==> config.mk <==
export PLATFORM = sky130hd
export DESIGN_NAME = load_align
export DESIGN_NICKNAME = d
export VERILOG_FILES = /design/src/ramio_pkg.sv /design/src/load_align.sv
export VERILOG_INCLUDE_DIRS = /design/src
export SDC_FILE = /design/constraint.sdc
export NUM_CORES = 1
export LEC_CHECK = 0
export ABC_AREA = 1
export BUFFER_PORTS_ARGS = -buffer_cell sky130_fd_sc_hd__buf_4
export CORE_ASPECT_RATIO = 0.6
export CORE_MARGIN = 2
export CORE_UTILIZATION = 35
export CTS_CLUSTER_DIAMETER = 30
export DETAILED_ROUTE_END_ITERATION = 6
export GPL_ROUTABILITY_DRIVEN = 0
export PLACE_DENSITY = 0.65
export SLEW_MARGIN = 20
export SYNTH_ARGS = -nofsm -noshare
export SYNTH_HDL_FRONTEND = slang
export SYNTH_SLANG_ARGS = --single-unit
==> constraint.sdc <==
create_clock -name clk -period 1.93 [get_ports clk]
set_input_delay 0.193 -clock clk [delete_from_list [all_inputs] [get_ports clk]]
set_output_delay 0.193 -clock clk [all_outputs]
set_load 0.02 [all_outputs]
==> src/ramio_consts.svh <==
/* address map and sizing for the ram and i/o data port
   include wherever an i/o address, the ram depth or the uart bit period is needed */
`ifndef RAMIO_CONSTS_SVH
`define RAMIO_CONSTS_SVH

// i/o registers sit at the very top of the byte address space
`define RAMIO_ADDR_LED      32'hFFFF_FFFF
`define RAMIO_ADDR_UART_OUT 32'hFFFF_FFFE
`define RAMIO_ADDR_UART_IN  32'hFFFF_FFFD

// ram word index width, 256 words of 32 bits
`define RAMIO_RAM_AW 8

// clocks per uart bit, a frame is 10 bits long
`define RAMIO_CLKS_PER_BIT 8

`endif

==> src/ramio_pkg.sv <==
/* types shared by the decode, execute and result stages of the data port
   modules pull them in with a wildcard import in their header */
`include "ramio_consts.svh"

package ramio_pkg;

  // store and load width, none means no access of that kind
  typedef enum logic [1:0] {
    width_none = 2'd0,
    width_byte = 2'd1,
    width_half = 2'd2,
    width_word = 2'd3
  } access_width_e;

  // load request, top bit flags sign extension
  typedef struct packed {
    logic          sign_ext;
    access_width_e width;
  } load_kind_t;

  // where an access lands
  typedef enum logic [1:0] {
    tgt_ram,
    tgt_led,
    tgt_uart_out,
    tgt_uart_in
  } target_e;

  // decoded request, decode -> execute
  typedef struct packed {
    target_e                  target;
    logic [`RAMIO_RAM_AW-1:0] word_addr;
    logic [3:0]               byte_en;    // ram lanes written
    logic [31:0]              wdata;      // already placed in lanes
    logic                     io_wr;      // byte store to an i/o register
    logic                     io_rd;      // byte load of uart in, clears it
  } mem_req_t;

  // load in flight, decode -> result pipeline register
  typedef struct packed {
    logic       valid;
    target_e    target;
    load_kind_t kind;
    logic [1:0] offset;     // byte address low bits
  } rd_desc_t;

endpackage

==> src/load_align.sv <==
/* result stage, holds the load descriptor for one cycle
   then picks ram or i/o data and aligns and extends it */
module load_align
  import ramio_pkg::*;
(
  input  logic        clk,
  input  logic        rst_n,
  input  rd_desc_t    rd_desc,
  input  logic [31:0] ram_rdata,
  input  logic [7:0]  io_rdata,
  output logic [31:0] data_out,
  output logic        data_out_ready
);

  rd_desc_t desc_q;

  function automatic logic [31:0] ext8(input logic [7:0] b, input logic s);
    return s ? {{24{b[7]}}, b} : {24'b0, b};
  endfunction

  function automatic logic [31:0] ext16(input logic [15:0] h, input logic s);
    return s ? {{16{h[15]}}, h} : {16'b0, h};
  endfunction

  always_ff @(posedge clk or negedge rst_n) begin
    if (!rst_n) desc_q <= '0;
    else desc_q <= rd_desc;
  end

  always_comb begin
    data_out = '0;
    case (desc_q.target)
      tgt_ram: begin
        case (desc_q.kind.width)
          width_byte: data_out = ext8(ram_rdata[{desc_q.offset, 3'b000} +: 8],
                                      desc_q.kind.sign_ext);
          width_half: if (!desc_q.offset[0]) begin  // odd offset reads zero
            data_out = ext16(desc_q.offset[1] ? ram_rdata[31:16] : ram_rdata[15:0],
                             desc_q.kind.sign_ext);
          end
          width_word: if (desc_q.offset == 2'b00) data_out = ram_rdata;
          default:    ;
        endcase
      end
      tgt_uart_out, tgt_uart_in: begin
        if (desc_q.kind.width == width_byte) data_out = ext8(io_rdata, desc_q.kind.sign_ext);
      end
      default: ;  // led is write only, reads zero
    endcase
  end

  assign data_out_ready = desc_q.valid;  // one pulse per load

endmodule

==> key figures <==
Run
  • Max_cap viols: 0

Timing
  • Maximum clock frequency: between 0.5 and 0.6 GHz
  • Slew @ Worst Pin: 0.452 ns
  • Hold_ws: 0.0728 ns
  • Fin crit period: slightly below 2 ns
  • RSZ-0062 raised after global routing: true
  • Tcrit/Tclk final: 0.996
  • Max-slew headroom: 0.698
  • Setup TNS: 0 ns
  • Hold Vio Cnt, Final: 0
  • Slew Viols, Final: 0
  • Finish-stage setup viols: 0

Die
  • Rows: 18
  • Core region area: about 4100 µm²
  • Starting Density: 0.367
  • # IOs: just over 80
  • Die area: around 4900 µm²
  • Die width: 89.0 µm
  • Die H: 55.0 µm

Pwr
  • Lkg Pwr: approximately 1.6 nW
  • Pwr Density: between 300 and 400 nW/µm²
  • Worst vdd ir: ~0.00046 V
  • Total power draw: 0.855 mW

Setup path
  • CP Max Fanout: 8
  • Worst Path Required: ~1.7 ns
  • Slowest cell on crit path: dfrtp_2
  • Max incr delay on CP: around 0.49 ns
  • Critical Path Sink Type: output port
  • Crit path top cell by count: nand2_1
  • Worst path bufs/invs: 3
  • CP Launch Type: flip-flop
  • Arrival @ worst endpoint: about 1.7 ns
  • Kind of critical path: flip-flop to output port
  • Top delay family on crit path: simple AND/OR/NAND/NOR gates
  • Crit-path cells: buf_4 > nand2_4 > nor2_4 > nand2_1 > nand2_2 > inv_1 > nand2_1 > nand2_1 > nand2_1 > buf_4

Clock network
  • Worst-path clk slew: 0.04 ns
  • Clock buffer depth: 2
  • H-tree Lvls: 1
  • CTS buffer count: 3
  • Clock Sinks: 8
  • Root Driver: clkbuf_8
  • CTS tree: yes

Drt
  • Routed Antenna Nets: 0
  • Vias/cell: 4.80
  • Via count: between 2000 and 2500
  • Remaining DRCs: 0
  • DR pass1 iterations: 5
  • DRT iter0 DRCs: 105
  • Detailed Route WL: 5950 µm
  • WL/cell: 13.0 µm

Global routing
  • First-pass GRT wire length: between 7000 and 8000 µm
  • GRT overflow: 0
  • Initial antenna violation count: 0
  • Gr usage total: 0.210
  • Vias in the first global route: 1787
  • Largest net degree at the start of global routing: 33

Yosys
  • Ranking of synthesized cells by area: nand2_1 45%, dfrtp_1 13%, nand3_1 6.9%, o21ai_0 6.6%, inv_1 5.4%
  • Post-synthesis sequential area ratio: 0.132
  • Cell variety after synth: 21
  • Warning count from the yosys run: 0
  • Seq cells post-synth: 8
  • Post-Synthesis Cells: around 300
  • Area share of the largest cell type after synthesis: 0.447
  • Cell Area, Synth: 1520 µm²
  • Post-Syn Area per Cell: slightly above 5 µm²
  • Synthesized Nets: 349
  • Cell taking the most area after synthesis: nand2_1

Layout
  • Share of cells above drive strength 1: 0.417
  • Ant. Diodes: 0
  • Fin cells: 458
  • Layout area overhead: 72.3%
  • Final Util: 0.632
  • Nets@finish: 450

Placed design
  • PortBufs: 82
  • Inst Count DP: approximately 430
  • Post-DP HPWL: 3960 µm

Outcome
  • Outcome: complete, no violations

Hold path
  • Min-Delay Path Class: input port to flip-flop
-- path summary, 6_finish.rpt --
path,from,end,depth (start not counted)
setup / recovery,desc_q[2],data_out[27],10
hold / removal,rd_desc[3],desc_q[3],1
max in group asynchronous,rst_n,desc_q[1],2
min in group asynchronous,rst_n,desc_q[5],2
-- report_power, final --
| part | internal (mW) | leakage (nW) | switching [mW] |
|---|---|---|---|
| logic | 0.209 | 1.49 | 0.247 |
| clock network | 0.135 | 0.0216 | 0.0624 |
| registers | 0.178 | 0.0882 | 0.0234 |
-- flip-flops by register name, indices dropped and copies added, names as in the netlist --
| signal | cells |
|---|---|
| data_out_ready | 1 |
| desc_q | 7 |
-- repair_timing --
item / 4_1_cts / 5_1_grt
gates cloned: 0 / 6
pin swaps: 0 / 15
hold buffers: 1 / 0
buffers inserted: 0 / 14
resized for setup: 3 / 64
endpoints found under the setup margin: 29 / 30
endpoints found under the hold margin: 8 / 0
-- kinds of logic after synthesis --
| logic type | after synthesis | synth area share |
|---|---|---|
| and+or+nand+nor | 218 | 0.610 |
| DFF | 8 | 0.132 |
| AOI/OAI and AO/OA | 25 | 0.0848 |
| buffers and inverters | 48 | 0.173 |
-- per-stage QoR --
step           setup WS, ns  area [µm²]
6_report            0.00762        2620
3_5_place_dp          0.144        2140
4_1_cts              0.0217        2210
3_3_place_gp          0.168        2140
2_1_floorplan         0.416        1520
5_1_grt             -0.0716        2620
-- per-layer routing --
metal,up-vias,GRT usage,wire [µm]
met2,111,0.335,2460
met4,0,0.0149,25
li1,1113,-,-
met5,-,0,0
met1,972,0.308,2880
met3,4,0.0430,583
-- Yosys cell counts --
master / n
inv_6: 1
nand3_1: 21
nand2_4: 3
nor2_8: 1
a21oi_1: 1
nor2_1: 3
nor2_4: 2
o21ai_1: 3
inv_1: 22
nand3_4: 1
buf_8: 1
buf_6: 7
inv_4: 2
nand2_2: 3
dfrtp_1: 8
nor2_2: 3
o21ai_0: 20
buf_2: 7
o2bb2ai_1: 1
inv_2: 8
nand2_1: 181
-- placed cells by master (no fill, tap or decap), drive strengths merged, types with 3 or more instances in the layout --
cell	n
buf	104
nand3	23
nand2	190
clkbuf	3
inv	32
nor2	11
o21ai	23
dfrtp	8
-- layout make-up --
type	instances	area (µm²)
multi-input combinational	249	1290
timing repair buffer	105	861
sequential	8	206
inverter	33	146
fill	408	1530
clock buffer	3	41.3
tap	60	75.1
Note: power is estimated with default switching activity, not from simulation.
