`src/ramio_consts.svh`:
```
/* address map and sizing for the ram and i/o data port
   include wherever an i/o address, the ram depth or the uart bit period is needed */
`ifndef RAMIO_CONSTS_SVH
`define RAMIO_CONSTS_SVH

// i/o registers sit at the very top of the byte address space
`define RAMIO_ADDR_LED      32'hFFFF_FFFF
`define RAMIO_ADDR_UART_OUT 32'hFFFF_FFFE
`define RAMIO_ADDR_UART_IN  32'hFFFF_FFFD

// ram word index width, 256 words of 32 bits
`define RAMIO_RAM_AW 8

// clocks per uart bit, a frame is 10 bits long
`define RAMIO_CLKS_PER_BIT 8

`endif

```
`src/ramio_pkg.sv`:
```
/* types shared by the decode, execute and result stages of the data port
   modules pull them in with a wildcard import in their header */
`include "ramio_consts.svh"

package ramio_pkg;

  // store and load width, none means no access of that kind
  typedef enum logic [1:0] {
    width_none = 2'd0,
    width_byte = 2'd1,
    width_half = 2'd2,
    width_word = 2'd3
  } access_width_e;

  // load request, top bit flags sign extension
  typedef struct packed {
    logic          sign_ext;
    access_width_e width;
  } load_kind_t;

  // where an access lands
  typedef enum logic [1:0] {
    tgt_ram,
    tgt_led,
    tgt_uart_out,
    tgt_uart_in
  } target_e;

  // decoded request, decode -> execute
  typedef struct packed {
    target_e                  target;
    logic [`RAMIO_RAM_AW-1:0] word_addr;
    logic [3:0]               byte_en;    // ram lanes written
    logic [31:0]              wdata;      // already placed in lanes
    logic                     io_wr;      // byte store to an i/o register
    logic                     io_rd;      // byte load of uart in, clears it
  } mem_req_t;

  // load in flight, decode -> result pipeline register
  typedef struct packed {
    logic       valid;
    target_e    target;
    load_kind_t kind;
    logic [1:0] offset;     // byte address low bits
  } rd_desc_t;

endpackage

```
`src/access_decode.sv`:
```
/* decode stage of the data port, purely combinational
   classifies the address, builds ram byte enables and the load descriptor */
`include "ramio_consts.svh"

module access_decode
  import ramio_pkg::*;
(
  input  logic          enable,
  input  access_width_e write_type,
  input  load_kind_t    read_type,
  input  logic [31:0]   address,
  input  logic [31:0]   data_in,
  output mem_req_t      req,
  output rd_desc_t      rd_desc
);

  target_e    tgt;
  logic [1:0] offset;

  assign offset = address[1:0];

  // i/o only on an exact match, everything else is ram
  always_comb begin
    case (address)
      `RAMIO_ADDR_LED:      tgt = tgt_led;
      `RAMIO_ADDR_UART_OUT: tgt = tgt_uart_out;
      `RAMIO_ADDR_UART_IN:  tgt = tgt_uart_in;
      default:              tgt = tgt_ram;
    endcase
  end

  always_comb begin
    req           = '0;
    req.target    = tgt;
    req.word_addr = address[`RAMIO_RAM_AW+1:2];
    // replicate small stores so every lane carries the data, low byte included
    case (write_type)
      width_byte: req.wdata = {4{data_in[7:0]}};
      width_half: req.wdata = {2{data_in[15:0]}};
      default:    req.wdata = data_in;
    endcase
    if (enable && tgt == tgt_ram) begin
      case (write_type)
        width_byte: req.byte_en = 4'b0001 << offset;
        width_half: if (!offset[0]) req.byte_en = offset[1] ? 4'b1100 : 4'b0011; // odd -> none
        width_word: if (offset == 2'b00) req.byte_en = 4'b1111;  // misaligned word dropped
        default:    ;
      endcase
    end
    req.io_wr = enable && tgt != tgt_ram && write_type == width_byte;
    req.io_rd = enable && tgt == tgt_uart_in && read_type.width == width_byte;
  end

  always_comb begin
    rd_desc.valid  = enable && read_type.width != width_none;
    rd_desc.target = tgt;
    rd_desc.kind   = read_type;
    rd_desc.offset = offset;
  end

  // a port access is either an i/o store or an i/o load, never both
  always_comb begin
    a_io_excl: assert final (!(req.io_wr && req.io_rd))
      else $error("access_decode: i/o store and i/o load in one access");
  end

endmodule

```
`config.mk`:
```
export PLATFORM = sky130hd
export DESIGN_NAME = access_decode
export DESIGN_NICKNAME = d
export VERILOG_FILES = /design/src/ramio_pkg.sv /design/src/access_decode.sv
export VERILOG_INCLUDE_DIRS = /design/src
export SDC_FILE = /design/constraint.sdc
export NUM_CORES = 1
export LEC_CHECK = 0
export BUFFER_PORTS_ARGS = -buffer_cell sky130_fd_sc_hd__buf_2
export CAP_MARGIN = 5
export CORE_ASPECT_RATIO = 0.75
export CORE_MARGIN = 2
export CORE_UTILIZATION = 31
export DETAILED_ROUTE_END_ITERATION = 16
export PLACE_DENSITY = 0.92
export SLEW_MARGIN = 10
export SYNTH_ARGS = -nofsm -noshare
export SYNTH_HDL_FRONTEND = slang
export SYNTH_SLANG_ARGS = --single-unit
```
`constraint.sdc`:
```
create_clock -name vclk -period 1.4
set_input_delay 0.14 -clock vclk [all_inputs]
set_output_delay 0.14 -clock vclk [all_outputs]
set_load 0.1 [all_outputs]
```
==> results of run 1 <==
## Yosys cell counts, drive strengths merged
master	number
o22ai	8
a22o	8
nor3	2
o21ai	1
nand2b	2
ha	4
nor3b	1
nor4	3
a22oi	9
nor4b	3
buf	29
a21oi	8
nand2	11
clkbuf	4
or3	1
nand4bb	1
a21o	1
nand4	7
and2	1
inv	11
nor2	13
o21a	1
nand3b	1
mux2	1
xnor2	1
## cell families after synthesis
logic type	synth area share
XOR/XNOR	0.0103
AO/OA/AOI/OAI	0.292
AND/OR/NAND/NOR	0.319
adder cells (fa/ha/maj)	0.0591
multiplexers	0.0133
buffers and inverters	0.306
## through the flow
stage | setup WS, ns | instance area (sq um) | hold WS [ns] | util
3_5_place_dp | -0.169 | 2540 | 0.281 | 0.977
3_3_place_gp | -0.122 | 2540 | 0.281 | 0.977
2_1_floorplan | -0.303 | 1500 | 0.487 | -
==> impl_metrics.ini, run 1 <==
[run_status]
status = stopped before the end
stop_stage = clock tree synthesis
error = [ERROR DPL-0038] Utilization greater than 100%, impossible to legalize

[floorplanning]
die_h_microns = 49.3
die_width_microns = 64.4
ios = 126
initial_core_util = 0.325
row_count = 16

[logic_synthesis]
synth_area_leaders = buf_4 (20%), a22o_1 (8.3%), a22oi_1 (8.0%), ha_1 (5.9%), o22ai_1 (5.9%)
syn_nets = 206
synth_top_area_cell = buf_4
avgSynthCellArea_sq_um = 6.42
synthCells = 132
syn-cell-area_sq_um = 847
synth_cell_types = 30
ys_seq_area_frac = 0
yosys_warnings = 0
synthDominantCellAreaShare = 0.204

[placed_design]
hpwl_microns = 5460
gp_congestion = 0.838
port_buffers = 124
place_inst = 277

[clocking]
cts_resized = 25
post_cts_buffers = 2
cts_hold_buf = 0
==> run 2, diff against run 1 <==
--- a/config.mk
+++ b/config.mk
@@ -8,11 +8,10 @@
 export LEC_CHECK = 0
 export BUFFER_PORTS_ARGS = -buffer_cell sky130_fd_sc_hd__buf_2
 export CAP_MARGIN = 5
-export CORE_ASPECT_RATIO = 0.75
-export CORE_MARGIN = 2
-export CORE_UTILIZATION = 31
+export CORE_AREA = 2 2 63 65
 export DETAILED_ROUTE_END_ITERATION = 16
-export PLACE_DENSITY = 0.92
+export DIE_AREA = 0 0 65 67
+export PLACE_DENSITY_LB_ADDON = 0.15
 export SLEW_MARGIN = 10
 export SYNTH_ARGS = -nofsm -noshare
 export SYNTH_HDL_FRONTEND = slang
==> impl_metrics.ini, run 2 <==
[power]
swShare = 0.635
pwr-share-comb = 1.000
p_leak_nw = 1.27
intPower_mw = 0.756
clkPwrFrac = 0
powerDensity_nw_per_um2 = 739
total_power_mw = 2.07
seqPwrFrac = 0
netSwitchingPower_mw = 1.31
peakVddDrop_uv = 463

[logic_synthesis]
synth_area_leaders = buf_4 (20%), a22o_1 (8.3%), a22oi_1 (8.0%), ha_1 (5.9%), o22ai_1 (5.9%)
syn-cell-area_sq_um = 847
syn_nets = 206
synth_top_area_cell = buf_4
synthDominantCellAreaShare = 0.204
synth_cell_types = 30
yosys_warnings = 0
ys_seq_area_frac = 0
avgSynthCellArea_sq_um = 6.42
yosysMostFrequentCell = buf_4
yosys-top-cells-count = buf_4 (23), nor2_1 (13), inv_1 (11), nand2_1 (11), a22oi_1 (9)
synthCells = 132

[global_routing]
overflow = 0
grt_max_degree = 9
grt_pass1_wl_microns = 6870
first_global_vias = 1361
antenna_found_initial = 0
grt_usage = 0.199

[critical_path]
required_ns = 1.26
worstSetupPathType = input pin to primary output
cp_num_cells = 6
crit_path_max_fanout = 3
crit_path_cell_trace = buf_6 -> nand4_1 -> nor4_4 -> nand3b_1 -> nor3b_4 -> buf_12
startpoint_type = input pin
cpPeakStageDelay_ns = 0.37
crit_buf_inv = 2
path_delay_family = simple AND/OR/NAND/NOR gates
crit_arrival_ns = 1.28
cp-end-kind = primary output
slowest_stage = nor4_4

[timing]
period_share = 1.02
worst_slew_pin_slew_ns = 0.499
maxSlewHeadroom = 0.670
setup_viol = 4
hold_violations = 0
worst_slack_ns = -0.0236
fmax_mhz = 702
period_minus_slack_ns = 1.42
drv_slew = 0
grt_setup_unrepaired = yes

[finish]
final_common_cell = buf_2
multi_input_comb_area_sq_um = 1200
nClkBuffers = 0
fin_nets = 319
n_sequential_cell = 0
drive_above_1_share = 0.901
final_cell_area_sq_um = 2800
n_antenna_cell = 0
final-seq-area_sq_um = 0
area_delta_synth_final_pct = 230
n_fill_cell = 244
final_cells = 291
final_cell_mix = buf_2 (81), buf_12 (40), buf_6 (13)

[routing]
wl_microns = 4470
initialDrtViolationCount = 33
dr.pass1.iters = 4
ant_nets = 0
viasPerCell = 4.70
wl_per_cell_microns = 15.4
num_vias = 1368
drc = 0

[run_status]
violations = setup timing
status = finished, violations left

[floorplanning]
die_h_microns = 67
die_width_microns = 65
die-area_sq_um = 4360
initial_core_util = 0.235
core_sq_um = 3610
ios = 126
row_count = 22

[placed_design]
placed_cell_area_sq_um = 2530
port_buffers = 124
hpwl_microns = 3680
gp_congestion = 0.747
place_inst = 288
dpl_worst_slack_ns = -0.286

[clocking]
cts_hold_buf = 0

[worst_hold_path]
hold_depth = 0
hold_path.class = input pin to primary output

[flow_run]
max-cap-violations = 0
## run 2: cell counts after synthesis
Identical to the previous run, type by type.
## run 2: stage by stage
stage / setup TNS, ns / utilization / hold WS (ns)
final: -0.0642 / 0.776 / 0.280
after global routing: -0.780 / 0.776 / 0.280
after CTS: -0.273 / 0.760 / 0.281
after detailed placement: -4.91 / 0.701 / 0.281
after global placement: -4.57 / 0.701 / 0.281
after floorplan: -2.88 / - / 0.487
## run 2: final timing paths
check | from | end | slack [ns]
max | address[22] | req[37] | -0.02
min | read_type[2] | rd_desc[4] | 0.28
## run 2: layer usage
metal,global-route usage,part of all wire,vias to the layer above
met4,0.0106,0.0034,0
li1,-,-,676
met2,0.414,0.59,60
met5,0,0,-
met3,0.0236,0.066,2
met1,0.220,0.34,630
## run 2: power groups by stage
stage | registers [mW] | logic (mW) | clock network, mW
after floorplan | 0 | 1.39 | 0
after global placement | 0 | 1.94 | 0
after detailed placement | 0 | 1.95 | 0
after CTS | 0 | 2.05 | 0
after global routing | 0 | 2.13 | 0
final | 0 | 2.07 | 0
## run 2: what timing repair did
| action | in CTS | in global routing |
|---|---|---|
| setup endpoints to repair | 34 | 29 |
| buffers inserted | 2 | 0 |
| pin swaps | 12 | 14 |
| gates cloned | 2 | 0 |
| gates resized for setup | 33 | 12 |
## run 2: layout make-up
class | instances | share of cell area
tap | 48 | 0.0215
inverter | 11 | 0.0237
timing repair buffer | 144 | 0.524
multi-input combinational | 88 | 0.430
## run 2: cells by family after synthesis
logic type / count (synthesis) / share of synthesized area
AND/OR/NAND/NOR: 46 / 0.319
buffers and inverters: 44 / 0.306
AO/OA/AOI/OAI: 36 / 0.292
adder cells (fa/ha/maj): 4 / 0.0591
XOR/XNOR: 1 / 0.0103
multiplexers: 1 / 0.0133
Note: power is estimated with default switching activity, not from simulation.
==> run 3, diff against run 2 <==
--- a/config.mk
+++ b/config.mk
@@ -12,6 +12,7 @@
 export DETAILED_ROUTE_END_ITERATION = 16
 export DIE_AREA = 0 0 65 67
 export PLACE_DENSITY_LB_ADDON = 0.15
+export RECOVER_POWER = 100
 export SLEW_MARGIN = 10
 export SYNTH_ARGS = -nofsm -noshare
 export SYNTH_HDL_FRONTEND = slang
==> impl_metrics.ini, run 3 (synthesized netlist as in run 2, its figures left out) <==
[critical_path]
crit_buf_inv = 3
crit_path_max_fanout = 6
crit_arrival_ns = 1.30
cp-end-kind = primary output
crit_start = write_type[1]
required_ns = 1.26
worstSetupPathType = input pin to primary output
path_delay_family = simple AND/OR/NAND/NOR gates
crit_path_cell_trace = buf_6 -> buf_6 -> ha_4 -> or3_4 -> o21ai_4 -> nor4b_4 -> buf_12
cpMostUsedCell = buf_6
slowest_stage = nor4b_4
cpPeakStageDelay_ns = 0.34
startpoint_type = input pin

[routing]
wl_microns = 4460
viasPerCell = 4.68
drc = 0
num_vias = 1361
ant_nets = 0
initialDrtViolationCount = 31
dr.pass1.iters = 4
wl_per_cell_microns = 15.3

[timing]
period_minus_slack_ns = 1.44
hold_violations = 0
fmax_mhz = 697
period_share = 1.03
setup_viol = 5
drv_slew = 0
worst_slack_ns = -0.0353
worst_slew_pin_slew_ns = 0.556
maxSlewHeadroom = 0.631
grt_setup_unrepaired = yes
finalSetupTns_ns = -0.117

[global_routing]
grt_max_degree = 9
overflow = 0
grt_usage = 0.199
antenna_found_initial = 0
first_global_vias = 1361
grt_pass1_wl_microns = 6870

[placed_design]
hpwl_microns = 3680
placed_cell_area_sq_um = 2530
port_buffers = 124
gp_congestion = 0.747

[power]
powerDensity_nw_per_um2 = 743
peakVddDrop_uv = 440
total_power_mw = 2.02
p_leak_nw = 1.24

[floorplanning]
die-area_sq_um = 4360
initial_core_util = 0.235
die_h_microns = 67
row_count = 22
core_sq_um = 3610
die_width_microns = 65
ios = 126

[finish]
final_cell_area_sq_um = 2720
n_fill_cell = 259
nClkBuffers = 0
drive_above_1_share = 0.885
multi_input_comb_area_sq_um = 1170
final_common_cell = buf_2
n_sequential_cell = 0
fin_nets = 319
final-seq-area_sq_um = 0
n_antenna_cell = 0
final_cell_mix = buf_2 (63), buf_12 (34), clkbuf_2 (18)
area_delta_synth_final_pct = 221

[run_status]
status = finished, violations left
violations = setup timing

[clocking]
cts_hold_buf = 0

[worst_hold_path]
hold_path.class = input pin to primary output
hp-start = read_type[2]
hold_depth = 0
min_to = rd_desc[4]

[flow_run]
max-cap-violations = 0
==> run 3: cell count changes in the layout (fill, tap and decap cells not counted), sizes merged <==
cell	change
buf	-19
clkbuf	+19
==> run 3: cell type report <==
cell class	count	share of cell area
multi-input combinational	88	0.429
timing repair buffer	144	0.524
tap	48	0.0221
inverter	11	0.0244
==> run 3: worst max-delay path by stage <==
stage	endpoint	depth (start not counted)
floorplan	req[46]	5
global placement	req[12]	6
detailed placement	req[17]	6
CTS	req[36]	6
global route	req[1]	6
finish	req[35]	7
==> run 3: metrics by stage <==
stage / hold slack [ns] / worst slack (ns) / util / std cells
4_1_cts: 0.281 / -0.0566 / 0.760 / 292
6_report: 0.280 / -0.0353 / 0.754 / 291
3_5_place_dp: 0.281 / -0.286 / 0.701 / 288
5_1_grt: 0.280 / -0.125 / 0.754 / 291
2_1_floorplan: 0.487 / -0.303 / - / 132
3_3_place_gp: 0.281 / -0.286 / 0.701 / 288
==> run 3: routing by layer <==
layer,share of wire,track usage,vias up
met5,0,0,-
met4,0.0034,0.0106,0
met3,0.061,0.0236,2
met2,0.58,0.414,58
met1,0.35,0.220,624
li1,-,-,677
==> run 3: power by group <==
part	switching (mW)	internal (mW)	total [mW]	leakage, nW
sequential	0	0	0	0
combinational	1.30	0.718	2.02	1.24
clock	0	0	0	0
total	1.30	0.718	2.02	1.24
==> run 3: what timing repair did <==
action / 4_1_cts / 5_1_grt
endpoints found under the setup margin: 34 / 29
gates cloned: 2 / 0
setup buffers: 2 / 0
gates resized for setup: 33 / 12
pin swaps: 12 / 14
==> run 4, diff against run 3 <==
--- a/config.mk
+++ b/config.mk
@@ -13,6 +13,7 @@
 export DIE_AREA = 0 0 65 67
 export PLACE_DENSITY_LB_ADDON = 0.15
 export RECOVER_POWER = 100
+export SKIP_LAST_GASP = 1
 export SLEW_MARGIN = 10
 export SYNTH_ARGS = -nofsm -noshare
 export SYNTH_HDL_FRONTEND = slang
==> constraint.sdc (replaced) <==
create_clock -name vclk -period 1.3
set_input_delay 0.13 -clock vclk [all_inputs]
set_output_delay 0.13 -clock vclk [all_outputs]
set_load 0.1 [all_outputs]
==> impl_metrics.ini, run 4 (synthesized netlist as in run 2, its figures left out) <==
[power]
netSwitchingPower_mw = 1.42
total_power_mw = 2.22
intPower_mw = 0.801
clkPwrFrac = 0
pwr-share-comb = 1.000
p_leak_nw = 1.28
swShare = 0.639
peakVddDrop_uv = 441
seqPwrFrac = 0
powerDensity_nw_per_um2 = 787

[worst_hold_path]
hp-start = read_type[2]
hold_depth = 0
hold_path.class = input pin to primary output
min_to = rd_desc[4]

[routing]
num_vias = 1411
wl_microns = 4640
drc = 0
viasPerCell = 4.72
ant_nets = 0
initialDrtViolationCount = 22
wl_per_cell_microns = 15.5
dr.pass1.iters = 4

[critical_path]
path_delay_family = simple AND/OR/NAND/NOR gates
cpPeakStageDelay_ns = 0.34
startpoint_type = input pin
crit_start = address[24]
cp-end-kind = primary output
required_ns = 1.17
crit_path_max_fanout = 3
crit_arrival_ns = 1.33
crit_buf_inv = 3
slowest_stage = nor4_4
crit_path_cell_trace = buf_6 -> nand4_1 -> nor4_4 -> buf_4 -> nand3b_1 -> nor3b_4 -> buf_12
worstSetupPathType = input pin to primary output

[floorplanning]
die_h_microns = 67
die_width_microns = 65
initial_core_util = 0.235
core_sq_um = 3610
row_count = 22
die-area_sq_um = 4360
ios = 126

[finish]
final_common_cell = buf_2
area_delta_synth_final_pct = 233
drive_above_1_share = 0.904
final_cell_area_sq_um = 2820
n_antenna_cell = 0
nClkBuffers = 0
final-seq-area_sq_um = 0
final_cell_mix = buf_2 (58), buf_12 (38), clkbuf_2 (21)
fin_nets = 327
n_sequential_cell = 0
final_cells = 299

[timing]
worst_slack_ns = -0.158
hold_violations = 0
setup_viol = 25
maxSlewHeadroom = 0.628
finalSetupTns_ns = -1.41
period_minus_slack_ns = 1.46
grt_setup_unrepaired = yes
drv_slew = 0
fmax_mhz = 686
holdWs_ns = 0.261
worst_slew_pin_slew_ns = 0.561
period_share = 1.12

[placed_design]
place_inst = 295
hpwl_microns = 3730
placed_cell_area_sq_um = 2590
port_buffers = 124
gp_congestion = 0.790

[global_routing]
grt_max_degree = 9
antenna_found_initial = 0
first_global_vias = 1374
grt_usage = 0.196
grt_pass1_wl_microns = 6780
overflow = 0

[run_status]
violations = setup timing
status = finished, violations left

[flow_run]
max-cap-violations = 0

[clocking]
cts_hold_buf = 0
==> run 4: cell count changes in the layout (fill, tap and decap cells not counted), sizes merged <==
cell	previous run	this run
clkbuf	19	21
buf	125	131
==> run 4: worst max path at each step <==
| stage | to | slack [ns] | cells after the start |
|---|---|---|---|
| 2_1_floorplan | req[46] | -0.38 | 5 |
| 3_3_place_gp | req[12] | -0.32 | 6 |
| 3_5_place_dp | req[11] | -0.33 | 6 |
| 4_1_cts | req[37] | -0.17 | 7 |
| 5_1_grt | req[37] | -0.23 | 7 |
| 6_report | req[37] | -0.16 | 7 |
==> run 4: power groups by stage <==
stage          combinational, mW  sequential [mW]  clock (mW)
6_report                    2.22                0           0
5_1_grt                     2.29                0           0
4_1_cts                     2.23                0           0
3_5_place_dp                2.13                0           0
3_3_place_gp                2.12                0           0
2_1_floorplan               1.50                0           0
==> run 4: repair_timing <==
| action | CTS | global route |
|---|---|---|
| setup buffers | 5 | 1 |
| gates cloned | 1 | 0 |
| endpoints found under the setup margin | 34 | 33 |
| pin swaps | 17 | 15 |
| resized for setup | 38 | 14 |
==> run 4: layer usage <==
metal	up-vias	track usage	wire length, microns	share of wire
met1	643	0.210	1580	0.34
met3	8	0.0236	282	0.061
met5	-	0	0	0
met4	0	0.0213	65	0.014
li1	699	-	-	-
met2	61	0.411	2710	0.58
==> run 4: layout make-up <==
type,count,area (sq um)
multi-input combinational,88,1190
fill,227,785
inverter,11,66.3
timing repair buffer,152,1500
tap,48,60.1
==> run 4: through the flow <==
step / utilization / worst slack (ns)
4_1_cts: 0.777 / -0.169
5_1_grt: 0.782 / -0.226
6_report: 0.782 / -0.158
3_5_place_dp: 0.719 / -0.330
3_3_place_gp: 0.719 / -0.321
2_1_floorplan: - / -0.383
