$ cat config.mk
export PLATFORM = sky130hd
export DESIGN_NAME = io_regs
export DESIGN_NICKNAME = d
export VERILOG_FILES = /design/src/ramio_pkg.sv /design/src/io_regs.sv /design/src/uart_rx.sv /design/src/uart_tx.sv
export VERILOG_INCLUDE_DIRS = /design/src
export SDC_FILE = /design/constraint.sdc
export NUM_CORES = 1
export LEC_CHECK = 0
export ABC_AREA = 1
export BUFFER_PORTS_ARGS = -buffer_cell sky130_fd_sc_hd__buf_2
export CAP_MARGIN = 20
export CORE_MARGIN = 5
export CORE_UTILIZATION = 55
export CTS_BUF_LIST = sky130_fd_sc_hd__clkbuf_4 sky130_fd_sc_hd__clkbuf_8
export CTS_CLUSTER_DIAMETER = 120
export DETAILED_ROUTE_END_ITERATION = 8
export PLACE_DENSITY = 0.92
export SLEW_MARGIN = 20
export SYNTH_ARGS = -nofsm -noshare
export SYNTH_HDL_FRONTEND = slang
export SYNTH_SLANG_ARGS = --single-unit
$ cat constraint.sdc
create_clock -name clk -period 1.7 [get_ports clk]
set_input_delay 0.085 -clock clk [delete_from_list [all_inputs] [get_ports clk]]
set_output_delay 0.085 -clock clk [all_outputs]
set_load 0.01 [all_outputs]
$ cat src/ramio_consts.svh
/* address map and sizing for the ram and i/o data port
   include wherever an i/o address, the ram depth or the uart bit period is needed */
`ifndef RAMIO_CONSTS_SVH
`define RAMIO_CONSTS_SVH

// i/o registers sit at the very top of the byte address space
`define RAMIO_ADDR_LED      32'hFFFF_FFFF
`define RAMIO_ADDR_UART_OUT 32'hFFFF_FFFE
`define RAMIO_ADDR_UART_IN  32'hFFFF_FFFD

// ram word index width, 256 words of 32 bits
`define RAMIO_RAM_AW 8

// clocks per uart bit, a frame is 10 bits long
`define RAMIO_CLKS_PER_BIT 8

`endif

$ cat src/ramio_pkg.sv
/* types shared by the decode, execute and result stages of the data port
   modules pull them in with a wildcard import in their header */
`include "ramio_consts.svh"

package ramio_pkg;

  // store and load width, none means no access of that kind
  typedef enum logic [1:0] {
    width_none = 2'd0,
    width_byte = 2'd1,
    width_half = 2'd2,
    width_word = 2'd3
  } access_width_e;

  // load request, top bit flags sign extension
  typedef struct packed {
    logic          sign_ext;
    access_width_e width;
  } load_kind_t;

  // where an access lands
  typedef enum logic [1:0] {
    tgt_ram,
    tgt_led,
    tgt_uart_out,
    tgt_uart_in
  } target_e;

  // decoded request, decode -> execute
  typedef struct packed {
    target_e                  target;
    logic [`RAMIO_RAM_AW-1:0] word_addr;
    logic [3:0]               byte_en;    // ram lanes written
    logic [31:0]              wdata;      // already placed in lanes
    logic                     io_wr;      // byte store to an i/o register
    logic                     io_rd;      // byte load of uart in, clears it
  } mem_req_t;

  // load in flight, decode -> result pipeline register
  typedef struct packed {
    logic       valid;
    target_e    target;
    load_kind_t kind;
    logic [1:0] offset;     // byte address low bits
  } rd_desc_t;

endpackage

$ cat src/io_regs.sv
/* execute stage i/o, led register plus uart transmit and receive bytes
   read byte is registered alongside the ram read */
module io_regs
  import ramio_pkg::*;
(
  input  logic       clk,
  input  logic       rst_n,
  input  mem_req_t   req,
  output logic [3:0] led,
  output logic [7:0] io_rdata,
  output logic       uart_tx,
  input  logic       uart_rx
);

  logic [7:0] tx_byte;       // byte handed to the transmitter
  logic       go;            // held high until the frame is out
  logic       tx_busy;
  logic       tx_seen_busy;  // transmitter picked up the byte
  logic [7:0] rx_data;
  logic       rx_ready;
  logic [7:0] rx_hold;       // last received byte, cleared on read

  always_ff @(posedge clk or negedge rst_n) begin
    if (!rst_n) begin
      led          <= 4'b1111;  // all leds off
      tx_byte      <= '0;
      go           <= 1'b0;
      tx_seen_busy <= 1'b0;
      rx_hold      <= '0;
    end else begin
      if (req.io_wr && req.target == tgt_led) led <= req.wdata[3:0];
      if (go && tx_busy) tx_seen_busy <= 1'b1;
      // busy fell after being up, frame done so acknowledge
      if (go && tx_seen_busy && !tx_busy) begin
        go           <= 1'b0;
        tx_byte      <= '0;
        tx_seen_busy <= 1'b0;
      end
      // a write while go is still up is lost
      if (req.io_wr && req.target == tgt_uart_out && !go) begin
        tx_byte <= req.wdata[7:0];
        go      <= 1'b1;
      end
      if (req.io_rd) rx_hold <= '0;
      if (rx_ready) rx_hold <= rx_data;  // new byte wins, overrun not flagged
    end
  end

  always_ff @(posedge clk) begin
    case (req.target)
      tgt_uart_out: io_rdata <= tx_byte;
      tgt_uart_in:  io_rdata <= rx_hold;  // value before the clear-on-read
      default:      io_rdata <= '0;
    endcase
  end

  uart_tx tx_i (.clk(clk), .rst_n(rst_n), .data(tx_byte), .go(go), .tx(uart_tx), .busy(tx_busy));

  uart_rx rx_i (.clk(clk), .rst_n(rst_n), .rx(uart_rx), .data(rx_data), .ready(rx_ready));

  // go may only rise with the transmitter idle
  a_go_idle: assert property (@(posedge clk) disable iff (!rst_n)
    (!go && tx_busy) |=> !go)
    else $error("io_regs: go raised while the transmitter is busy");

endmodule

$ cat src/uart_rx.sv
/* 8n1 serial receiver, samples mid-bit after a two-flop synchroniser
   ready pulses one cycle at mid stop bit when the byte is good */
`include "ramio_consts.svh"

module uart_rx (
  input  logic       clk,
  input  logic       rst_n,
  input  logic       rx,
  output logic [7:0] data,
  output logic       ready
);

  localparam int unsigned CPB = `RAMIO_CLKS_PER_BIT;
  localparam int unsigned BW  = $clog2(CPB);
  localparam logic [BW-1:0] BAUD_LAST = BW'(CPB - 1);
  localparam logic [BW-1:0] BAUD_HALF = BW'(CPB / 2 - 1);

  typedef enum logic [1:0] {rx_idle, rx_start, rx_data, rx_stop} rx_state_e;

  rx_state_e     state;
  logic [1:0]    sync;
  logic          rx_s;      // synchronised line
  logic [BW-1:0] baud_cnt;
  logic [2:0]    bit_cnt;
  logic          sample;    // mid-bit of a data bit

  assign rx_s   = sync[1];
  assign sample = state == rx_data && baud_cnt == BAUD_LAST;

  always_ff @(posedge clk or negedge rst_n) begin
    if (!rst_n) begin
      sync     <= 2'b11;
      state    <= rx_idle;
      baud_cnt <= '0;
      bit_cnt  <= '0;
      ready    <= 1'b0;
    end else begin
      sync  <= {sync[0], rx};
      ready <= 1'b0;
      case (state)
        rx_idle: begin
          baud_cnt <= '0;
          if (!rx_s) state <= rx_start;  // falling edge, maybe a start bit
        end
        rx_start: begin
          if (baud_cnt == BAUD_HALF) begin
            baud_cnt <= '0;
            bit_cnt  <= '0;
            state    <= rx_s ? rx_idle : rx_data;  // glitch if high again
          end else begin
            baud_cnt <= baud_cnt + 1'b1;
          end
        end
        rx_data: begin
          if (sample) begin
            baud_cnt <= '0;
            bit_cnt  <= bit_cnt + 3'd1;
            if (bit_cnt == 3'd7) state <= rx_stop;
          end else begin
            baud_cnt <= baud_cnt + 1'b1;
          end
        end
        default: begin  // rx_stop
          if (baud_cnt == BAUD_LAST) begin
            state <= rx_idle;
            ready <= rx_s;  // framing error drops the byte
          end else begin
            baud_cnt <= baud_cnt + 1'b1;
          end
        end
      endcase
    end
  end

  always_ff @(posedge clk) begin
    if (sample) data <= {rx_s, data[7:1]};  // lsb arrives first
  end

endmodule

$ cat src/uart_tx.sv
/* 8n1 serial transmitter, starts a frame when go is seen high
   go must drop again before the next frame, busy covers start to end of stop */
`include "ramio_consts.svh"

module uart_tx (
  input  logic       clk,
  input  logic       rst_n,
  input  logic [7:0] data,
  input  logic       go,
  output logic       tx,
  output logic       busy
);

  localparam int unsigned CPB = `RAMIO_CLKS_PER_BIT;
  localparam int unsigned BW  = $clog2(CPB);
  localparam logic [BW-1:0] BAUD_LAST = BW'(CPB - 1);

  typedef enum logic {tx_idle, tx_send} tx_state_e;

  tx_state_e     state;
  logic [BW-1:0] baud_cnt;
  logic [3:0]    bit_cnt;   // bit periods finished, start bit is 0
  logic [8:0]    shreg;     // data then stop
  logic          armed;     // go went low since the last frame
  logic          start;
  logic          bit_tick;

  assign start    = state == tx_idle && go && armed;
  assign bit_tick = state == tx_send && baud_cnt == BAUD_LAST;
  assign busy     = state == tx_send;

  always_ff @(posedge clk or negedge rst_n) begin
    if (!rst_n) begin
      state    <= tx_idle;
      tx       <= 1'b1;  // line idles high
      baud_cnt <= '0;
      bit_cnt  <= '0;
      armed    <= 1'b1;
    end else begin
      if (!go) armed <= 1'b1;
      if (start) begin
        state    <= tx_send;
        armed    <= 1'b0;
        tx       <= 1'b0;  // start bit
        baud_cnt <= '0;
        bit_cnt  <= '0;
      end else if (bit_tick) begin
        baud_cnt <= '0;
        if (bit_cnt == 4'd9) begin
          state <= tx_idle;
          tx    <= 1'b1;
        end else begin
          tx      <= shreg[0];  // lsb first, then stop
          bit_cnt <= bit_cnt + 4'd1;
        end
      end else if (state == tx_send) begin
        baud_cnt <= baud_cnt + 1'b1;
      end
    end
  end

  always_ff @(posedge clk) begin
    if (start) shreg <= {1'b1, data};
    else if (bit_tick) shreg <= {1'b1, shreg[8:1]};
  end

endmodule

==> results of run 1 <==
-- stage by stage --
step	std cells	total power, mW	area, sq um	utilization
after floorplan	272	3.07	2780	-
after global placement	362	3.29	2980	0.618
after detailed placement	362	3.40	2980	0.618
after CTS	382	4.62	3200	0.664
after global routing	382	4.92	3200	0.664
final	382	4.61	3200	0.664
-- synthesized netlist by cell type, drive strengths merged (2+ instances only) --
cell	n	area, sq um
o22ai	16	100
dfxtp	8	160
nor2	12	57.6
nand4	3	18.8
dfstp	8	210
o21ai	34	170
nand2	55	219
nand3	15	80.1
nand3b	2	15.0
buf	5	43.8
ha	10	125
inv	47	176
dfrtp	35	876
edfxtp	16	480
-- registers in the layout (all words and copies together), names as in the netlist, 4 cells and up --
name and cells:
io_rdata 8, rx_hold 8, rx_i.data 8, tx_byte 8, tx_i.shreg 8, led 4
tx_i.bit_cnt 4
-- routing by layer --
layer,part of all wire,global-route usage
met4,0.026,0.117
met2,0.47,0.298
met5,0,0
met1,0.43,0.243
met3,0.075,0.0421
-- cell families after synthesis --
| group | share of synthesized area |
|---|---|
| multiplexers | 0.00360 |
| XOR/XNOR | 0.00631 |
| buffers and inverters | 0.0811 |
| flip-flops | 0.622 |
| adder cells (fa/ha/maj) | 0.0450 |
| AND/OR/NAND/NOR | 0.143 |
| AO/OA/AOI/OAI | 0.0996 |
-- cells in the final DEF, fill, tap and decap left out, types with 8 or more instances in the layout --
cell,count
edfxtp_1,16
o22ai_1,16
dfxtp_1,8
buf_2,27
nand3_1,14
inv_1,44
dfstp_2,8
ha_1,10
nor2_1,9
dfrtp_1,35
clkbuf_8,11
o21ai_0,30
nand2_1,52
-- power by group --
part | leakage [nW] | internal (mW) | switching, mW
Combinational | 0.683 | 0.417 | 0.690
Sequential | 0.745 | 2.05 | 0.242
Clock | 0.101 | 0.654 | 0.556
-- repair_timing --
action	in CTS	in global routing
resized for setup	0	0
setup endpoints to repair	0	6
hold buffers	4	0
endpoints found under the hold margin	17	0
-- area by class of cell --
class | count | area share
Timing Repair Buffer | 33 | 0.0634
Clock buffer | 14 | 0.0544
Inverter | 47 | 0.0551
Clock inverter | 2 | 0.00313
Sequential cell | 67 | 0.540
Multi-Input combinational cell | 152 | 0.258
Tap cell | 67 | 0.0262
-- tightest hold or removal path, stage by stage --
cell and delay, ps:
buf_2 90, inv_1 60, o21ai_0 80
-- how the worst min path moves through the flow --
stage,start,endpoint,slack [ps],cells after the start
finish,req[5],led[3],3,3
global route,req[9],tx_byte[7],10,3
CTS,req[9],tx_byte[7],0.7,3
detailed placement,rst_n,rx_i.baud_cnt[2],90,1
global placement,rst_n,rx_i.baud_cnt[2],80,1
floorplan,rst_n,go,-210,0
==> reports/summary.log, run 1 <==
qor: clocking.post_cts.repair.setup_buffers 0
qor: detailed_routing.routed_wire_length_per_instance 14.2 microns
qor: floorplan.die_h 81.1 microns
qor: critical_path.cp.buffers_inverters 1
qor: placed_design.preCtsSetupSlack 122 ps
qor: synth.dominantRegCellSynth dfrtp_1
qor: floorplan.initial_utilization 0.577
qor: critical_path.timing.critical_path.depth 4
qor: detailed_routing.route.detailed.vias_per_inst 5.28
qor: synth.synth_sequential_area_ratio 0.622
qor: synth.syn_inst 272
qor: sta.worst_setup_slack_final 95.6 ps
qor: sta.max_slew.worst_pin.slew 502 ps
qor: synth.post_synthesis_instance_area 2780 sq um
qor: placed_design.gpl.final_weighted_congestion 0.827
qor: critical_path.slowest_delay 350 ps
qor: synth.netlist-cell-type-count 30
qor: critical_path.startpoint rx_i.baud_cnt[0]
qor: critical_path.path_common_cell ha_1
qor: outcome.run_status complete, no violations
qor: sta.grt_setup_unrepaired yes
qor: job.cap_violations 0
qor: global_route.grt_first_pass_wirelength 9260 microns
qor: final_layout.area_delta_synth_final 15.2%
qor: detailed_routing.detail_route.wirelength 5440 microns
qor: clocking.clk-insertion-delay-late 340 ps
qor: detailed_routing.dr.pass1.iters 4
qor: clocking.worst_setup_hold_path_clk_slew 70 ps
qor: clocking.clock_tree.root_cell clkbuf_8
qor: sta.min_period_over_period 0.944
qor: final_layout.area.sequential 1730 sq um
qor: sta.finClkSkew 11.1 ps
qor: critical_path.reg2regPathDepth 4
qor: sta.slew_headroom 0.666
qor: final_layout.fillerInstances 376
qor: clocking.tritoncts yes
qor: global_route.overflow 0
qor: hold_path.hp-class in2reg
qor: critical_path.critPathMaxFanout 10
qor: global_route.grtUsageTotal 0.191
qor: sta.setup-tns-final 0 ps
qor: critical_path.ff2ff_setup_slack 100 ps
qor: detailed_routing.routed-via-count 2016
qor: critical_path.cpLargestDelayFamily adder cells
qor: sta.min_period 1600 ps
qor: sta.finalMaxSlewViolations 0
qor: final_layout.drive_gt1_frac 0.200
qor: power.max-vdd-ir-drop 0.873 mV
qor: clocking.cts_max_path_buffers 2
qor: floorplan.i_o_pin_count 64
qor: detailed_routing.detail_route.drc_violations 0
qor: floorplan.die_x 81.1 microns
qor: placed_design.hpwlAfterDp 3780 microns
qor: floorplan.floorplan.rows 25
qor: synth.syn-num-nets 333
qor: critical_path.setup.worst_path.end rx_i.data[4]
qor: synth.synth.yosys.warnings 0
qor: global_route.grt_pass1_vias 2076
qor: critical_path.critPathSlowestCell dfrtp_1
qor: synth.asyncSetResetFlopFracSynth 0.642
qor: synth.synth_enable_flop_cells 16
qor: clocking.cts-buffers-inserted 9
qor: clocking.ctsHtreeMaxLevel 3
qor: global_route.grt_antenna_before_repair 0
qor: sta.timing.hold.ws 2.81 ps
qor: critical_path.worstPathCellList ha_1, ha_1, nand2_1, inv_1
qor: global_route.maximum_number_of_pins_on_one_net_before_global_route_repair 23
qor: clocking.cts.sinks 67
qor: floorplan.overall_die_area 6570 sq um
qor: critical_path.critical_path.reg2reg.endpoint rx_i.data[4]
qor: detailed_routing.route.antenna.remaining_nets 0
qor: synth.yosys_register_bits 67
qor: critical_path.endpoint_kind flop
qor: critical_path.crit_required 1700 ps
qor: power.p_per_area 1440 nW/um^2
qor: final_layout.multi_input_area 826 sq um
qor: sta.setup_viol_count_final 0
qor: detailed_routing.initial_detailed_routing_violation_count 215
qor: sta.fmaxAchievable 623 MHz
qor: synth.syn-mean-instance-area 10.2 sq um
qor: placed_design.placement.io_buffers 27
qor: critical_path.setup.worst_path.class reg2reg
qor: critical_path.cp-start-kind flop
qor: final_layout.nets 371
qor: power.leakage_power_figure 1.53 nW
qor: final_layout.insertedDiodeCount 0
qor: critical_path.regToRegStartpoint rx_i.baud_cnt[0]
qor: floorplan.core_area 4820 sq um
qor: critical_path.data_arrival_at_the_endpoint_of_the_critical_path 1600 ps
qor: sta.finalHoldViolCount 0
No activity file was read; power rests on OpenSTA's default activity.
==> run 2: changes to the inputs <==
- ABC_CLOCK_PERIOD_IN_PS: not set -> 1800
- BUFFER_PORTS_ARGS: -buffer_cell sky130_fd_sc_hd__buf_2 -> not set
- CORE_UTILIZATION: 55 -> 65
- DONT_BUFFER_PORTS: not set -> 1
- clock period: 1.7 -> 1.8 ns (I/O delays scaled with it)
==> reports/summary.log, run 2 (synthesized netlist as in run 1, its figures left out) <==
qor: outcome.run_status complete, no violations
qor: floorplan.i_o_pin_count 64 [unchanged]
qor: final_layout.area_delta_synth_final 12.3%
qor: critical_path.setup.worst_path.class reg2reg
qor: critical_path.critPathMaxFanout 10 [unchanged]
qor: sta.min_period_over_period 0.913 [-0.0307]
qor: sta.setup_viol_count_final 0 [unchanged]
qor: job.cap_violations 0 [unchanged]
qor: global_route.grt_antenna_before_repair 0 [unchanged]
qor: placed_design.place_area 2800 sq um [-5.9%]
qor: clocking.cts.sinks 67 [unchanged]
qor: power.max-vdd-ir-drop 1.08 mV [+23%]
qor: global_route.overflow 0 [unchanged]
qor: sta.max_slew.worst_pin.slew 409 ps [-92.7 ps]
qor: clocking.ctsHtreeMaxLevel 3 [unchanged]
qor: final_layout.insertedDiodeCount 0 [unchanged]
qor: placed_design.placement.io_buffers 0 [-100%]
qor: clocking.worst_setup_hold_path_clk_slew 70 ps [about the same]
qor: critical_path.path_common_cell ha_1
qor: final_layout.finish.instance_area 3120 sq um [-2.5%]
qor: detailed_routing.routed_wire_length_per_instance 15.5 microns [+8.7%]
qor: critical_path.cp-start-kind flop
qor: clocking.clock_tree.root_cell clkbuf_8
qor: sta.finalHoldViolCount 0 [unchanged]
qor: global_route.grtUsageTotal 0.227 [+0.0359]
qor: sta.slew_headroom 0.727 [+0.0611]
qor: final_layout.final_cell_mix 52 x nand2_1, 44 x inv_1, 35 x dfrtp_1, 30 x o21ai_0
qor: detailed_routing.routed-via-count 1917 [-4.9%]
qor: hold_path.hp-class in2reg
qor: floorplan.core_area 4060 sq um [-16%]
qor: critical_path.crit_required 1790 ps [+90 ps]
qor: critical_path.data_arrival_at_the_endpoint_of_the_critical_path 1630 ps [+30 ps]
qor: sta.setup-tns-final 0 ps [unchanged]
qor: floorplan.initial_utilization 0.685 [+0.108]
qor: detailed_routing.route.detailed.vias_per_inst 5.57 [+5.6%]
qor: power.p_per_area 1400 nW/um^2 [-2.9%]
qor: placed_design.hpwlAfterDp 3400 microns [-10%]
qor: clocking.cts-buffers-inserted 9 [unchanged]
qor: detailed_routing.dr.pass1.iters 4 [unchanged]
qor: global_route.maximum_number_of_pins_on_one_net_before_global_route_repair 44 [+91%]
qor: clocking.tritoncts yes
qor: clocking.cts_max_path_buffers 2 [unchanged]
qor: critical_path.endpoint_kind flop
qor: placed_design.gpl.final_weighted_congestion 0.861 [+4.0%]
qor: floorplan.overall_die_area 5680 sq um [-14%]
qor: floorplan.die_x 75.4 microns [-7.0%]
qor: final_layout.layout_commonest_cell nand2_1
qor: critical_path.worstPathCellList ha_1, ha_1, nand2_1, inv_1
qor: final_layout.nets 350 [-5.7%]
qor: sta.grt_setup_unrepaired no
qor: detailed_routing.detail_route.wirelength 5330 microns [-2.1%]
qor: sta.fmaxAchievable 608 MHz [-2.4%]
qor: sta.min_period 1640 ps [+39.2 ps]
qor: detailed_routing.route.antenna.remaining_nets 0 [unchanged]
qor: critical_path.slowest_delay 360 ps [about the same]
qor: detailed_routing.initial_detailed_routing_violation_count 227 [+5.6%]
qor: final_layout.drive_gt1_frac 0.122 [-0.0776]
qor: sta.finalMaxSlewViolations 0 [unchanged]
qor: sta.finClkSkew 9.18 ps [-1.89 ps]
qor: power.leakage_power_figure 1.44 nW [-5.9%]
qor: floorplan.floorplan.rows 23 [-8.0%]
qor: critical_path.critPathSlowestCell dfrtp_1
qor: clocking.post_cts_resize_count 0 [unchanged]
qor: final_layout.fillerInstances 251 [-33%]
qor: clocking.clk-insertion-delay-late 330 ps [about the same]
qor: global_route.grt_pass1_vias 1952 [-6.0%]
qor: detailed_routing.detail_route.drc_violations 0 [unchanged]
qor: global_route.grt_first_pass_wirelength 9230 microns [-0.29%]
qor: floorplan.die_h 75.4 microns [-7.0%]
[run 2: changes by cell type in the layout (fill, tap and decap cells not counted), sizes merged]
cell / delta
buf: -27
dlygate4sd3: +6
clkbuf: +1
clkinv: -1
[run 2: timing repair]
action | 4_1_cts | 5_1_grt
buffers inserted | 0 | 0
hold buffers | 11 | 0
endpoints found under the hold margin | 56 | 0
[run 2: final timing paths]
path / startpoint / end / slack, ps / depth (start not counted)
max: rx_i.baud_cnt[1] / rx_i.data[5] / 160 / 4
min: req[1] / led[2] / 60 / 2
max reg2reg: rx_i.baud_cnt[1] / rx_i.data[5] / 160 / 4
min reg2reg: rx_i.sync[0] / rx_i.sync[1] / 370 / 0
max in group asynchronous: rst_n / rx_i.sync[1] / 1310 / 2
min in group asynchronous: rst_n / rx_i.bit_cnt[0] / 210 / 2
[run 2: critical path: cells and delay by family, from the launching register on]
family / cells / cell delay (ps)
adders and majority gates: 2 / 510
buffers and inverters: 1 / 310
DFF: 1 / 360
and+or+nand+nor: 1 / 120
[run 2: power by group]
group,leakage [nW],switching (mW),total (mW),internal [mW]
logic,0.587,0.592,0.951,0.359
registers,0.745,0.267,2.21,1.94
clock network,0.107,0.525,1.21,0.681
[run 2: routing by layer]
layer | GRT usage | wire (microns) | vias to the layer above
met5 | 0 | 0 | -
met4 | 0.118 | 159 | 0
met3 | 0.0686 | 342 | 14
met2 | 0.330 | 2480 | 60
met1 | 0.310 | 2350 | 918
li1 | - | - | 925
[run 2: final cells by class]
| type | instances | area, sq um | share of cell area |
|---|---|---|---|
| multi-input cells | 152 | 826 | 0.265 |
| well taps | 50 | 62.6 | 0.0201 |
| clock inverters | 1 | 5.00 | 0.00161 |
| clock buffers | 15 | 194 | 0.0622 |
| flip-flops and latches | 67 | 1730 | 0.554 |
| inverters | 47 | 176 | 0.0566 |
| repair buffers | 12 | 128 | 0.0409 |
[run 2: per-stage QoR]
step / hold slack, ps / setup WS [ps] / std cells / utilization / power, mW
after floorplan: -206 / 407 / 272 / - / 2.90
after global routing: 82.3 / 7.70 / 344 / 0.768 / 4.66
after global placement: -205 / 256 / 317 / 0.690 / 3.04
final: 57.6 / 156 / 344 / 0.768 / 4.36
after detailed placement: -205 / 173 / 317 / 0.690 / 3.12
after CTS: 28.6 / 156 / 344 / 0.768 / 4.39
==> run 3: changes to the inputs <==
==> constraint.sdc (replaced) <==
create_clock -name clk -period 1.8 [get_ports clk]
set_input_delay 0.45 -clock clk [delete_from_list [all_inputs] [get_ports clk]]
set_output_delay 0.45 -clock clk [all_outputs]
set_load 0.01 [all_outputs]
==> reports/summary.log, run 3 (synthesized netlist as in run 1, its figures left out) <==
qor: outcome.run_status complete, no violations
qor: clocking.cts_max_path_buffers 2 [unchanged]
qor: detailed_routing.wl_met3 286 microns [-16%]
qor: sta.setup-tns-final 0 ps [unchanged]
qor: critical_path.crit_required 1790 ps [about the same]
qor: placed_design.post-place-cells 317 [unchanged]
qor: final_layout.final_cell_mix 52 x nand2_1, 44 x inv_1, 35 x dfrtp_1, 30 x o21ai_0
qor: clocking.clock_tree.root_cell clkbuf_8
qor: placed_design.gpl.final_weighted_congestion 0.861 [unchanged]
qor: detailed_routing.drt_met1_wl 2400 microns [+2.1%]
qor: floorplan.i_o_pin_count 64 [unchanged]
qor: sta.slew_headroom 0.725 [-0.00129]
qor: clocking.cts.sinks 67 [unchanged]
qor: detailed_routing.met2_wirelength 2270 microns [-8.6%]
qor: clocking.ctsHtreeMaxLevel 3 [unchanged]
qor: sta.fmaxAchievable 608 MHz [-0.13%]
qor: final_layout.nets 341 [-2.6%]
qor: detailed_routing.dr.pass1.iters 4 [unchanged]
qor: detailed_routing.routed_wire_length_per_instance 15.2 microns [-2.0%]
qor: placed_design.preCtsSetupSlack 173 ps [unchanged]
qor: global_route.maximum_number_of_pins_on_one_net_before_global_route_repair 44 [unchanged]
qor: floorplan.initial_utilization 0.685 [unchanged]
qor: sta.max_slew.worst_pin.slew 411 ps [+1.93 ps]
qor: detailed_routing.dr.max_layer_used met4
qor: critical_path.critPathMaxFanout 10 [unchanged]
qor: sta.min_period 1650 ps [+2.15 ps]
qor: sta.finalMaxSlewViolations 0 [unchanged]
qor: sta.finalHoldViolCount 0 [unchanged]
qor: placed_design.hpwlAfterDp 3400 microns [unchanged]
qor: sta.setup_viol_count_final 0 [unchanged]
qor: hold_path.hp-class in2reg
qor: critical_path.setup.worst_path.class reg2reg
qor: clocking.post_cts.repair.setup_buffers 0 [unchanged]
qor: sta.min_period_over_period 0.914 [+0.00119]
qor: floorplan.floorplan.rows 23 [unchanged]
qor: clocking.clk-insertion-delay-late 340 ps [about the same]
qor: global_route.grt_antenna_before_repair 0 [unchanged]
qor: final_layout.fillerInstances 257 [+2.4%]
qor: sta.worst_setup_slack_final 154 ps [-2.15 ps]
qor: floorplan.die_x 75.4 microns [unchanged]
qor: final_layout.area_delta_synth_final 9.01%
qor: clocking.cts-buffers-inserted 9 [unchanged]
qor: sta.timing.hold.ws 105 ps [+47.8 ps]
qor: global_route.grt_pass1_vias 1875 [-3.9%]
qor: final_layout.insertedDiodeCount 0 [unchanged]
qor: final_layout.drive_gt1_frac 0.126 [+0.00387]
qor: critical_path.data_arrival_at_the_endpoint_of_the_critical_path 1640 ps [about the same]
qor: detailed_routing.detail_route.drc_violations 0 [unchanged]
qor: clocking.tritoncts yes
qor: clocking.worst_setup_hold_path_clk_slew 70 ps [about the same]
qor: global_route.overflow 0 [unchanged]
qor: floorplan.die_h 75.4 microns [unchanged]
qor: floorplan.overall_die_area 5680 sq um [unchanged]
qor: floorplan.core_area 4060 sq um [unchanged]
qor: clocking.post_cts_resize_count 0 [unchanged]
qor: global_route.grtUsageTotal 0.216 [-0.0104]
qor: clocking.cts_hold_buffers 2 [-9]
qor: critical_path.endpoint_kind flop
qor: detailed_routing.route.antenna.remaining_nets 0 [unchanged]
qor: power.max-vdd-ir-drop 1.08 mV [+0.36%]
qor: detailed_routing.route.detailed.vias_per_inst 5.66 [+1.6%]
qor: detailed_routing.initial_detailed_routing_violation_count 220 [-3.1%]
qor: power.design_power_total 4.35 mW [-0.34%]
qor: sta.finClkSkew 8.78 ps [-0.394 ps]
qor: sta.grt_setup_unrepaired no
qor: job.cap_violations 0 [unchanged]
qor: power.leakage_power_figure 1.40 nW [-2.6%]
qor: power.p_per_area 1440 nW/um^2 [+2.6%]
qor: detailed_routing.routed-via-count 1897 [-1.0%]
qor: global_route.grt_first_pass_wirelength 8850 microns [-4.1%]
qor: final_layout.final_cells 335 [-2.6%]
qor: detailed_routing.detail_route.wirelength 5090 microns [-4.6%]
qor: final_layout.layout_commonest_cell nand2_1
qor: placed_design.placement.io_buffers 0 [unchanged]
qor: critical_path.cp-start-kind flop
-- run 3: metrics by stage --
stage	area, sq um	util
2_1_floorplan	2780	-
3_3_place_gp	2800	0.690
3_5_place_dp	2800	0.690
4_1_cts	3030	0.746
5_1_grt	3030	0.746
6_report	3030	0.746
-- run 3: critical path, cell delays in order (launching register included) --
cell,delay [ps]
dfrtp_1,360
ha_1,210
ha_1,300
nand2_1,120
inv_1,310
-- run 3: worst paths after layout --
| check | startpoint | endpoint | slack, ps | depth (start not counted) |
|---|---|---|---|---|
| max | rx_i.baud_cnt[1] | rx_i.data[5] | 150 | 4 |
| min | uart_rx | rx_i.sync[0] | 110 | 0 |
| max reg2reg | rx_i.baud_cnt[1] | rx_i.data[5] | 150 | 4 |
| min reg2reg | rx_i.sync[0] | rx_i.sync[1] | 370 | 0 |
| max in group asynchronous | rst_n | tx_i.tx | 940 | 2 |
| min in group asynchronous | rst_n | rx_i.bit_cnt[0] | 570 | 2 |
-- run 3: area by class of cell --
cell class | instances | area (sq um) | share of cell area
Sequential cell | 67 | 1730 | 0.570
Multi-Input combinational cell | 152 | 826 | 0.273
Clock buffer | 15 | 194 | 0.0640
Inverter | 47 | 176 | 0.0583
Tap cell | 50 | 62.6 | 0.0207
Timing Repair Buffer | 3 | 37.5 | 0.0124
Clock inverter | 1 | 5.00 | 0.00165
-- run 3: routing by layer --
layer | track usage | vias up
met4 | 0.111 | 0
li1 | - | 911
met2 | 0.301 | 44
met3 | 0.0673 | 12
met5 | 0 | -
met1 | 0.308 | 930
-- run 3: report_power, final --
group | leakage (nW) | internal [mW] | switching [mW]
clock | 0.107 | 0.681 | 0.531
combinational | 0.549 | 0.346 | 0.584
sequential | 0.745 | 1.94 | 0.268
total | 1.40 | 2.97 | 1.38
